## src/logic/dbg_text_pkg.sv

```systemverilog
// Text buffer types and character constants for the debug console
package dbg_text_pkg;

    localparam int DBG_ADDR_W = 9;                     // Top bit picks the bank

    typedef logic [7:0]            char_t;             // Plain ASCII
    typedef logic [DBG_ADDR_W-1:0] buf_addr_t;         // {bank, position}
    typedef logic [7:0]            line_len_t;         // Characters within one bank

    // Fixed parts of the dump line
    localparam int PC_LABEL_LEN    = 4;                // "PC: "
    localparam int CARRY_FIELD_LEN = 9;                // "Carry: x "

    localparam char_t CH_SPACE   = 8'h20;
    localparam char_t CH_COLON   = 8'h3a;
    localparam char_t CH_DIGIT_0 = 8'h30;              // Base for 0..9
    localparam char_t CH_HEX_A   = 8'h41;              // Base for A..F, upper case
    localparam char_t CH_P_UP    = 8'h50;
    localparam char_t CH_C_UP    = 8'h43;
    localparam char_t CH_A_LO    = 8'h61;
    localparam char_t CH_R_LO    = 8'h72;
    localparam char_t CH_Y_LO    = 8'h79;

    // Formatter sequencing, one state per field of the line
    typedef enum logic [2:0] {
        FMT_IDLE,
        FMT_PC_LABEL,
        FMT_PC_DIGITS,
        FMT_PAD,
        FMT_CARRY,
        FMT_DONE
    } fmt_state_t;

endpackage : dbg_text_pkg

```

## src/logic/dbg_mem_if.sv

```systemverilog
// Single-port access to the text buffer
// Requester holds req and its fields until gnt, read data follows a cycle later
interface dbg_mem_if import dbg_text_pkg::*; ();

    logic      req;        // Access wanted
    logic      we;         // 1 = write, 0 = read
    buf_addr_t addr;
    char_t     wdata;
    logic      gnt;        // Access happens when req and gnt are both high
    char_t     rdata;      // Valid the cycle after a granted read

    modport requester (
        output req,
        output we,
        output addr,
        output wdata,
        input  gnt,
        input  rdata
    );

    modport target (
        input  req,
        input  we,
        input  addr,
        input  wdata,
        output gnt,
        output rdata
    );

endinterface : dbg_mem_if

```

## src/logic/dbg_text_drain.sv

```systemverilog
// Sends finished lines from the buffer, one character per tick
module dbg_text_drain import dbg_text_pkg::*; (
    input  logic      i_clk,
    input  logic      i_reset,
    input  logic      i_line_done,
    input  logic      i_line_bank,
    input  line_len_t i_line_len,
    input  logic      i_char_tick,
    output logic      o_bank_free,
    output char_t     o_char,
    output logic      o_char_valid,
    output logic      o_line_end,
    dbg_mem_if.requester bus
);

    logic      act_vld_q;               // Line being sent
    logic      act_bank_q;
    line_len_t act_len_q;
    logic      pend_vld_q;              // Line waiting behind it
    logic      pend_bank_q;
    line_len_t pend_len_q;
    line_len_t rd_idx_q;                // Next character to read
    logic      rd_req_q;                // Read outstanding, held until granted
    logic      rd_wait_q;               // Data arrives this cycle
    logic      last_q;                  // Arriving data ends the line
    logic      tick_pend_q;             // One remembered tick
    char_t     char_q;
    logic      rd_grant;
    logic      rd_last;
    logic      go;
    logic      fin;

    assign rd_grant = rd_req_q && bus.gnt;
    assign rd_last  = (rd_idx_q == act_len_q - 8'd1);
    assign fin      = rd_grant && rd_last;
    assign go       = act_vld_q && !rd_req_q && (i_char_tick || tick_pend_q);

    assign bus.req   = rd_req_q;
    assign bus.we    = 1'b0;            // Read only
    assign bus.addr  = {act_bank_q, rd_idx_q};
    assign bus.wdata = '0;

    assign o_bank_free  = !pend_vld_q;
    assign o_char_valid = rd_wait_q;
    assign o_line_end   = rd_wait_q && last_q;
    assign o_char       = rd_wait_q ? bus.rdata : char_q;   // Held between pulses

    always_ff @(posedge i_clk) begin
        if (i_reset) begin
            act_vld_q   <= 1'b0;
            pend_vld_q  <= 1'b0;
            rd_idx_q    <= '0;
            rd_req_q    <= 1'b0;
            rd_wait_q   <= 1'b0;
            last_q      <= 1'b0;
            tick_pend_q <= 1'b0;
            char_q      <= '0;
        end else begin
            rd_wait_q <= rd_grant;
            if (rd_grant)
                last_q <= rd_last;
            if (rd_wait_q)
                char_q <= bus.rdata;

            // Request handling, a tick during a pending read waits once
            if (go)
                rd_req_q <= 1'b1;
            else if (rd_grant)
                rd_req_q <= 1'b0;

            if (go)
                tick_pend_q <= tick_pend_q && i_char_tick;
            else if (i_char_tick && rd_req_q)
                tick_pend_q <= 1'b1;        // Extra ticks beyond one are dropped
            else if (fin && !pend_vld_q && !i_line_done)
                tick_pend_q <= 1'b0;        // Nothing left to spend it on

            if (rd_grant)
                rd_idx_q <= rd_last ? '0 : rd_idx_q + 8'd1;

            // Line bookkeeping, pending line moves up after the last character
            if (fin) begin
                act_vld_q  <= pend_vld_q || i_line_done;
                pend_vld_q <= 1'b0;
            end else if (i_line_done) begin
                if (act_vld_q)
                    pend_vld_q <= 1'b1;     // Blocks the formatter until drained
                else
                    act_vld_q <= 1'b1;
            end
        end
    end

    // Bank and length payload
    always_ff @(posedge i_clk) begin
        if (fin) begin
            act_bank_q <= pend_vld_q ? pend_bank_q : i_line_bank;
            act_len_q  <= pend_vld_q ? pend_len_q : i_line_len;
        end else if (i_line_done) begin
            if (act_vld_q) begin
                pend_bank_q <= i_line_bank;
                pend_len_q  <= i_line_len;
            end else begin
                act_bank_q <= i_line_bank;
                act_len_q  <= i_line_len;
            end
        end
    end

endmodule : dbg_text_drain

```

## src/flat_wrapper.sv

```systemverilog
// flat-port wrapper written by rule: the top's interface ports become plain ports
module dbg_text_drain_flat import dbg_text_pkg::*;
  (i_clk, i_reset, i_line_done, i_line_bank, i_line_len, i_char_tick, o_bank_free, o_char, o_char_valid, o_line_end, bus_req, bus_we, bus_addr, bus_wdata, bus_gnt, bus_rdata);
  dbg_mem_if bus_i ();
  input  logic i_clk;
  input  logic i_reset;
  input  logic i_line_done;
  input  logic i_line_bank;
  input  line_len_t i_line_len;
  input  logic i_char_tick;
  output logic o_bank_free;
  output char_t o_char;
  output logic o_char_valid;
  output logic o_line_end;
  output wire logic [$bits(bus_i.req)-1:0] bus_req;
  output wire logic [$bits(bus_i.we)-1:0] bus_we;
  output wire logic [$bits(bus_i.addr)-1:0] bus_addr;
  output wire logic [$bits(bus_i.wdata)-1:0] bus_wdata;
  input wire logic [$bits(bus_i.gnt)-1:0] bus_gnt;
  input wire logic [$bits(bus_i.rdata)-1:0] bus_rdata;
  assign bus_req = bus_i.req;
  assign bus_we = bus_i.we;
  assign bus_addr = bus_i.addr;
  assign bus_wdata = bus_i.wdata;
  assign bus_i.gnt = bus_gnt;
  assign bus_i.rdata = bus_rdata;
  dbg_text_drain u_core (.i_clk(i_clk), .i_reset(i_reset), .i_line_done(i_line_done), .i_line_bank(i_line_bank), .i_line_len(i_line_len), .i_char_tick(i_char_tick), .o_bank_free(o_bank_free), .o_char(o_char), .o_char_valid(o_char_valid), .o_line_end(o_line_end), .bus(bus_i));
endmodule
```

## config.mk

```make
export PLATFORM = sky130hd
export DESIGN_NAME = dbg_text_drain_flat
export DESIGN_NICKNAME = d
export VERILOG_FILES = /design/src/logic/dbg_text_pkg.sv /design/src/logic/dbg_mem_if.sv /design/src/logic/dbg_text_drain.sv /design/src/flat_wrapper.sv
export SDC_FILE = /design/constraint.sdc
export NUM_CORES = 1
export LEC_CHECK = 0
export ABC_AREA = 1
export BUFFER_PORTS_ARGS = -buffer_cell sky130_fd_sc_hd__buf_2
export CORE_ASPECT_RATIO = 0.6
export CORE_MARGIN = 1
export CORE_UTILIZATION = 57
export DETAILED_ROUTE_END_ITERATION = 10
export GPL_TIMING_DRIVEN = 0
export PLACE_DENSITY = 0.92
export RECOVER_POWER = 50
export SYNTH_ARGS = -nofsm -noshare
export SYNTH_HDL_FRONTEND = slang
export SYNTH_SLANG_ARGS = --single-unit
```

## constraint.sdc

```tcl
create_clock -name i_clk -period 4.8 [get_ports i_clk]
set_clock_uncertainty 0.15 [all_clocks]
set_input_delay 0.72 -clock i_clk [delete_from_list [all_inputs] [get_ports i_clk]]
set_output_delay 0.72 -clock i_clk [all_outputs]
set_load 0.01 [all_outputs]
```

==> After elaboration in Yosys (flattened, before gate mapping) <==
Index checks and enable logic that the tools add are counted.
{ "word_totals": {"ff_bits": 40, "word_cells": 55, "out_inout_bits": 30} }
{ "classes": {"mux": 17, "n_reduce_logical": 21, "n_eq_ne": 2, "n_bitwise": 1, "addsub": 2} }
{ "ops": {"columns": ["op", "n"], "rows": [
  ["8-bit two-way mux", 6],
  ["1-bit two-way mux", 11],
  ["1-bit logical AND", 9],
  ["8-bit by 1-bit adder with 8-bit output, second input constant", 1],
  ["8-bit equality test", 1],
  ["8-bit by 1-bit subtractor with 8-bit output, second input constant", 1],
  ["2-bit AND reduction", 2],
  ["2-bit nonzero test", 2],
  ["1-bit zero test", 3],
  ["3-bit AND reduction", 1],
  ["3-bit nonzero test", 1],
  ["1-bit logical OR", 2],
  ["2-bit inequality test, second input constant", 1],
  ["2-bit OR reduction", 1],
  ["1-bit NOT", 1]
]} }

==> Longest topological paths before layout <==
Gate-level depths: netlist of run 1.
{ "logic_depth": {"word_depth": 8, "mapped_depth": 15, "mapped_depth_nobuf": 15} }

==> Worst setup path after synthesis of run 1 <==
No wires, ideal clock.
{ "synth_path": {"path_type": "flip-flop to flip-flop", "startpoint": "register u_core.act_len_q[0]", "endpoint": "register u_core.act_bank_q (enable)", "slack_ns": 2.524, "arrival_ns": 1.739, "path_stages_with_launch": 12, "n_path_buf": 0, "period_less_slack_ns": 2.276, "t_required_ns": 4.263, "setup_ns": 0.387, "cell_sequence": "edfxtp_1 -> inv_2 -> ha_1 -> nand2_1 -> inv_1 -> nor2_4 -> nand3_2 -> nor2_2 -> nand2_2 -> nor2_4 -> inv_2 -> o21ai_0"} }
{ "synth_via": {"elab_chain_cells": 5, "elab_cells_between_ends": 6} }
{ "synth_lines": {"columns": ["element", "line", "rtl"], "rows": [
  ["start, declared", "dbg_text_drain.sv:18", "line_len_t act_len_q;"],
  ["start signal, assigned", "dbg_text_drain.sv:98", "act_len_q <= pend_vld_q ? pend_len_q : i_line_len;"],
  ["start signal, assigned", "dbg_text_drain.sv:105", "act_len_q <= i_line_len;"],
  ["8-bit by 1-bit subtractor with 8-bit output (*)", "dbg_text_drain.sv:34", "assign rd_last = (rd_idx_q == act_len_q - 8'd1);"],
  ["8-bit equality test (*)", "dbg_text_drain.sv:34", null],
  ["1-bit logical AND (*)", "dbg_text_drain.sv:35", "assign fin = rd_grant && rd_last;"],
  ["2-bit inequality test (no source line) / 2-bit nonzero test (equally long branches)", null, null],
  ["2-bit AND reduction (no source line) (*)", null, null],
  ["end signal, assigned", "dbg_text_drain.sv:97", "act_bank_q <= pend_vld_q ? pend_bank_q : i_line_bank;"],
  ["end signal, assigned", "dbg_text_drain.sv:104", "act_bank_q <= i_line_bank;"],
  ["end, declared", "dbg_text_drain.sv:17", "logic act_bank_q;"]
]} }
Every way passes the cells marked *; elsewhere a longest branch is shown, timed or not.
A chain may end at the register's enable or synchronous reset.

==> Worst setup path in the final report of run 1 <==
{ "layout_path": {"startpoint": "register u_core.act_len_q[0]", "endpoint": "register u_core.act_len_q[1] (enable)"} }
{ "layout_via": {"elab_chain_cells": 5, "elab_cells_between_ends": 6} }
{ "layout_lines": {"columns": ["element", "line"], "rows": [
  ["8-bit by 1-bit subtractor with 8-bit output (*)", "dbg_text_drain.sv:34"],
  ["8-bit equality test (*)", "dbg_text_drain.sv:34"],
  ["1-bit logical AND (*)", "dbg_text_drain.sv:35"],
  ["2-bit inequality test (no source line) / 2-bit nonzero test (equally long branches)", null],
  ["2-bit AND reduction (no source line) (*)", null]
]} }
Marks and branches as above.

==> reports/summary.txt, run 1 <==
CTS Buf Count = 5
Post-route antenna net violation count = 0
Cell area power density = 304 nW/um2
Setup violators final = 0
Nets = 340
Placed Area = 2370 um2
Layout Cells excl Fill = 362
Input/output buffers = 42
Synth cell types = 28
Clock root cell = clkbuf_8
Most frequent cells in the layout = nand2_1, buf_2, inv_1
Postcts setup bufs = 0
Core area = 3360 um2
Filler cells = 255
CTS clk-pin slew, worst paths = 0.08 ns
WL/cell = 11.8 um
Worst hold path type = reg -> reg
Max-Cap Viols = 0
Peak fanout along the critical path = 9
DR vias/cell = 4.98
Post-layout util = 0.727
Share of layout cells above drive strength 1 = 0.221
Design area = 2440 um2
CP arrival = 2.67 ns
# resized after CTS = 0
Clk_lat worst skew = 0.30 ns
Placed Cells = 354
Hold slack = 0.323 ns
Highest clock rate = 344 MHz
CTS tree = yes
Reg2reg path depth = 12
Status = completed
Initial DRC count = 165
Clk sinks = 40
Final Cycle Share = 0.605
Routed wire length = 4.26 mm
Final min period = 2.90 ns
FP Rows = 16
Grt ovf = 0
Final Hold Fails = 0
Synth Register Bits = 40
Final GP Congestion = 0.889
Initial antenna violation count = 0
Drt first pass iters = 5
YS warnings = 0
Leak = 1.18 nW
Synth Instances = 259
Die Area = 3900 um2
Starting Density = 0.618
Vias = 1804
Worst flop-to-flop path startpoint = u_core.act_len_q[0]
Longest Clk Path Bufs = 2
Mean Syn Cell Area = 8.02 um2
Hold Path End = u_core.char_q[6]
Ant. Diodes = 0
Start point of the worst hold path = u_core.char_q[6]
Hold Buf Count CTS = 0
Critical path class = reg -> reg
CP Data Required Time = 4.56 ns
Slew @ Worst Pin = 1.27 ns
IO Pins = 52
Die Ht = 48.8 um
Most common cell after layout, fill and taps aside = nand2_1
Vias in the first global route = 1608
Largest net degree at the start of global routing = 15
GRT Total Usage = 0.243
Slew Limit Headroom = 0.141
RSZ-0062 raised after global routing = no
Post-synthesis sequential area ratio = 0.472
First-pass GRT wire length = 7.22 mm
Setup TNS = 0 ns
Reg2reg end = u_core.act_len_q[1]
Crit path launch type = flip-flop
Synthesized cell area = 2080 um2
DRC = 0
H-Tree Depth = 2
Area growth from synthesis to layout = 17.7%
Pins over their slew limit = 0
Worst vdd ir = 249 uV
Placed wire-length estimate = 3.07 mm
Hold path depth = 2
R2R Setup Slk = 1.90 ns
CP endpoint kind = flip-flop
Die Wd = 79.9 um
kinds of logic after synthesis:
logic type | count (synthesis) | synth area share
AOI/OAI and AO/OA | 19 | 0.0464
other | 1 | 0.00181
adders and majority gates | 2 | 0.0120
and+or+nand+nor | 148 | 0.342
buffers and inverters | 44 | 0.104
xor gates and xnor gates | 5 | 0.0211
DFF | 40 | 0.472
cells in the mapped netlist:
library cell,n,share of area
buf_2,1,0.0024
buf_4,10,0.036
nand2_1,85,0.15
clkbuf_1,2,0.0036
nand3_2,4,0.019
a31oi_1,1,0.0030
nand3_1,16,0.039
nor2_1,19,0.034
conb_1,1,0.0018
inv_2,8,0.014
edfxtp_1,18,0.26
xnor2_1,2,0.0084
a21oi_1,14,0.034
nand2_2,5,0.015
dfxtp_1,22,0.21
ha_1,2,0.012
nor4_4,1,0.010
nand2_4,4,0.022
inv_1,21,0.038
nor2_4,3,0.016
buf_6,1,0.0054
xor2_1,3,0.013
o21ai_0,3,0.0072
nor3b_2,1,0.0060
nor2_2,5,0.015
clkinv_4,1,0.0042
nor3_1,5,0.012
o21ai_1,1,0.0024
routing by layer:
metal / up-vias / share of wire / GRT usage
met5: - / 0 / 0
met4: 0 / 0.016 / 0.0565
met3: 12 / 0.065 / 0.0604
met2: 71 / 0.45 / 0.372
met1: 809 / 0.47 / 0.347
li1: 912 / - / -
report_power, final:
group | total (mW) | internal [mW] | switching (mW) | leakage (nW)
combinational | 0.0796 | 0.0309 | 0.0488 | 0.782
sequential | 0.380 | 0.369 | 0.0104 | 0.347
clock | 0.283 | 0.157 | 0.126 | 0.0548
total | 0.743 | 0.557 | 0.186 | 1.18
worst max path at each step:
stage | startpoint | to | slack, ns | cells past startpoint
5_1_grt | u_core.act_len_q[0] | u_core.act_bank_q | 1.68 | 12
3_3_place_gp | bus_gnt | u_core.act_len_q[7] | 2.22 | 9
2_1_floorplan | u_core.act_len_q[0] | u_core.act_bank_q | 2.52 | 11
4_1_cts | u_core.act_len_q[0] | u_core.act_bank_q | 2.25 | 12
6_report | u_core.act_len_q[0] | u_core.act_len_q[1] | 1.90 | 12
3_5_place_dp | bus_gnt | u_core.pend_bank_q | 2.22 | 10
critical path: stages, from the launching register on:
cell and delay, ns:
edfxtp_1 0.39, inv_1 0.13, ha_1 0.26, inv_1 0.07, nand2_1 0.08, nand2_1 0.06, nand2_1 0.06, nand2_1 0.05
nor2_1 0.10, nand2_2 0.06, nor2_1 0.37, inv_1 0.21, o21ai_0 0.52
per-stage QoR:
| step | total power, mW | worst slack (ns) |
|---|---|---|
| 2_1_floorplan | 0.441 | 2.52 |
| 3_3_place_gp | 0.463 | 2.22 |
| 3_5_place_dp | 0.467 | 2.22 |
| 4_1_cts | 0.743 | 2.25 |
| 5_1_grt | 0.768 | 1.68 |
| 6_report | 0.743 | 1.90 |
registers in the layout (all words and copies together) (netlist names):
signal and count:
u_core.char_q 8, u_core.o_char_valid 1, u_core.act_vld_q 1, u_core.act_len_q 8, u_core.act_bank_q 1, u_core.bus.req 1
u_core.rd_idx_q 8, u_core.pend_len_q 8, u_core.pend_vld_q 1, u_core.tick_pend_q 1, u_core.pend_bank_q 1, u_core.last_q 1
layout make-up:
class | instances | area [um2] | area share
Buffer | 14 | 97.6 | 0.0399
Clock buffer | 5 | 68.8 | 0.0282
Clock inverter | 3 | 46.3 | 0.0189
Inverter | 30 | 118 | 0.0481
Multi-Input combinational cell | 183 | 887 | 0.363
Sequential cell | 40 | 981 | 0.401
Tap cell | 45 | 56.3 | 0.0230
Timing Repair Buffer | 42 | 189 | 0.0773
Note: power is estimated with default switching activity, not from simulation.
==> inputs of run 2 (changes only) <==
--- a/config.mk
+++ b/config.mk
@@ -9,10 +9,10 @@
 export BUFFER_PORTS_ARGS = -buffer_cell sky130_fd_sc_hd__buf_2
 export CORE_ASPECT_RATIO = 0.6
 export CORE_MARGIN = 1
-export CORE_UTILIZATION = 57
+export CORE_UTILIZATION = 53
 export DETAILED_ROUTE_END_ITERATION = 10
 export GPL_TIMING_DRIVEN = 0
-export PLACE_DENSITY = 0.92
+export PLACE_DENSITY = 0.87
 export RECOVER_POWER = 50
 export SYNTH_ARGS = -nofsm -noshare
 export SYNTH_HDL_FRONTEND = slang
==> constraint.sdc (replaced) <==
create_clock -name i_clk -period 2.8 [get_ports i_clk]
set_clock_uncertainty 0.15 [all_clocks]
set_input_delay 0.42 -clock i_clk [delete_from_list [all_inputs] [get_ports i_clk]]
set_output_delay 0.42 -clock i_clk [all_outputs]
set_load 0.01 [all_outputs]
==> reports/summary.txt, run 2 (synthesized netlist as in run 1, its figures left out) <==
H-Tree Depth = 2
# resized after CTS = 0
Slew Limit Headroom = 0.180
Layout Cells excl Fill = 364
Leak = 1.17 nW
CTS clk-pin slew, worst paths = 0.08 ns
Routed wire length = 4.04 mm
Place WS = 0.288 ns
Crit path launch type = flip-flop
First-pass GRT wire length = 6.71 mm
Final min period = 2.59 ns
Largest net degree at the start of global routing = 15
Cell area power density = 517 nW/um2
Post-route antenna net violation count = 0
DR vias/cell = 4.88
Clk sinks = 40
Core area = 3700 um2
Worst flop-to-flop path startpoint = u_core.act_len_q[0]
IO Pins = 52
Most common cell after layout, fill and taps aside = nand2_1
Status = completed
Worst Setup SP = u_core.act_len_q[0]
Nets = 340
Input/output buffers = 42
Hold slack = 0.166 ns
Filler cells = 303
Final GP Congestion = 0.844
Power Internal = 0.954 mW
Slew @ Worst Pin = 1.22 ns
Placed wire-length estimate = 3.03 mm
Design area = 2450 um2
Placed Area = 2380 um2
Setup TNS = 0 ns
Highest clock rate = 386 MHz
Setup violators final = 0
GRT Total Usage = 0.204
Postcts setup bufs = 0
Area of the multi-input gates = 900 um2
Initial DRC count = 106
Worst vdd ir = 395 uV
Critical path class = reg -> reg
Area growth from synthesis to layout = 18.1%
WL/cell = 11.1 um
Max-Cap Viols = 0
Sw Share = 0.247
Setup crit end = u_core.act_len_q[7]
Storage cell area = 981 um2
FP Rows = 17
CTS tree = yes
Clk pwr share = 0.379
Ant. Diodes = 0
Grt ovf = 0
CTS Buf Count = 5
Clk_lat worst skew = 0.29 ns
Combinational share of power = 0.107
Vias = 1777
Die Wd = 82.8 um
Sequential group share of total power = 0.513
Final WS setup = 0.208 ns
Peak fanout along the critical path = 9
NetSw = 0.313 mW
CP Data Required Time = 2.56 ns
R2R Setup Slk = 0.21 ns
Most frequent cells in the layout = nand2_1, clkbuf_1, dfxtp_1
Hold Buf Count CTS = 0
RSZ-0062 raised after global routing = no
DRC = 0
Final Cycle Share = 0.926
Placed Cells = 356
Worst hold path type = in -> reg
CP arrival = 2.35 ns
Final Hold Fails = 0
Hold path depth = 1
Reg2reg end = u_core.act_len_q[7]
Pins over their slew limit = 0
Drt first pass iters = 4
Die Ht = 50.5 um
Longest Clk Path Bufs = 2
Vias in the first global route = 1530
Initial antenna violation count = 0
Share of layout cells above drive strength 1 = 0.218
Clock root cell = clkbuf_8
Final Total Pwr = 1.27 mW
Reg2reg path depth = 12
Starting Density = 0.561
Post-layout util = 0.663
Die Area = 4180 um2
CP endpoint kind = flip-flop
==> run 2: cell types whose count changed in the layout (fill, tap and decap cells not counted), sizes merged <==
cell	delta
clkbuf	+5
buf	-5
==> run 2: layer usage <==
layer | part of all wire | vias up | GRT usage
li1 | - | 918 | -
met1 | 0.46 | 793 | 0.269
met2 | 0.46 | 60 | 0.343
met3 | 0.072 | 6 | 0.0477
met4 | 0.0077 | 0 | 0.0517
met5 | 0 | - | 0
==> run 2: layout make-up <==
class / instances / share of cell area
clock inverters: 3 / 0.0189
flip-flops and latches: 40 / 0.400
plain buffers: 14 / 0.0398
inverters: 30 / 0.0480
repair buffers: 42 / 0.0745
clock buffers: 5 / 0.0281
well taps: 47 / 0.0240
multi-input cells: 183 / 0.367
==> run 2: critical path, cell delays in order, from the launching register on <==
cell and delay (ns):
edfxtp_1 0.40, inv_2 0.10, ha_1 0.25, inv_1 0.06, nand2_1 0.09, nand2_1 0.07
nand2_1 0.05, nand2_1 0.06, nor2_1 0.13, nand2_2 0.09, nor2_4 0.20, inv_2 0.10
o21ai_0 0.46
==> run 2: worst min-delay path by stage <==
stage / startpoint / end
2_1_floorplan: u_core.last_q / u_core.last_q
3_3_place_gp: u_core.last_q / u_core.last_q
3_5_place_dp: u_core.char_q[3] / u_core.char_q[3]
4_1_cts: i_reset / u_core.last_q
5_1_grt: i_line_len[7] / u_core.pend_len_q[7]
6_report: i_line_len[7] / u_core.pend_len_q[7]
==> run 2: power groups by stage <==
stage / registers [mW] / logic [mW] / clock network, mW
floorplan: 0.661 / 0.0942 / 0
detailed placement: 0.663 / 0.137 / 0
global placement: 0.663 / 0.132 / 0
global route: 0.653 / 0.152 / 0.512
CTS: 0.650 / 0.139 / 0.486
finish: 0.650 / 0.136 / 0.481
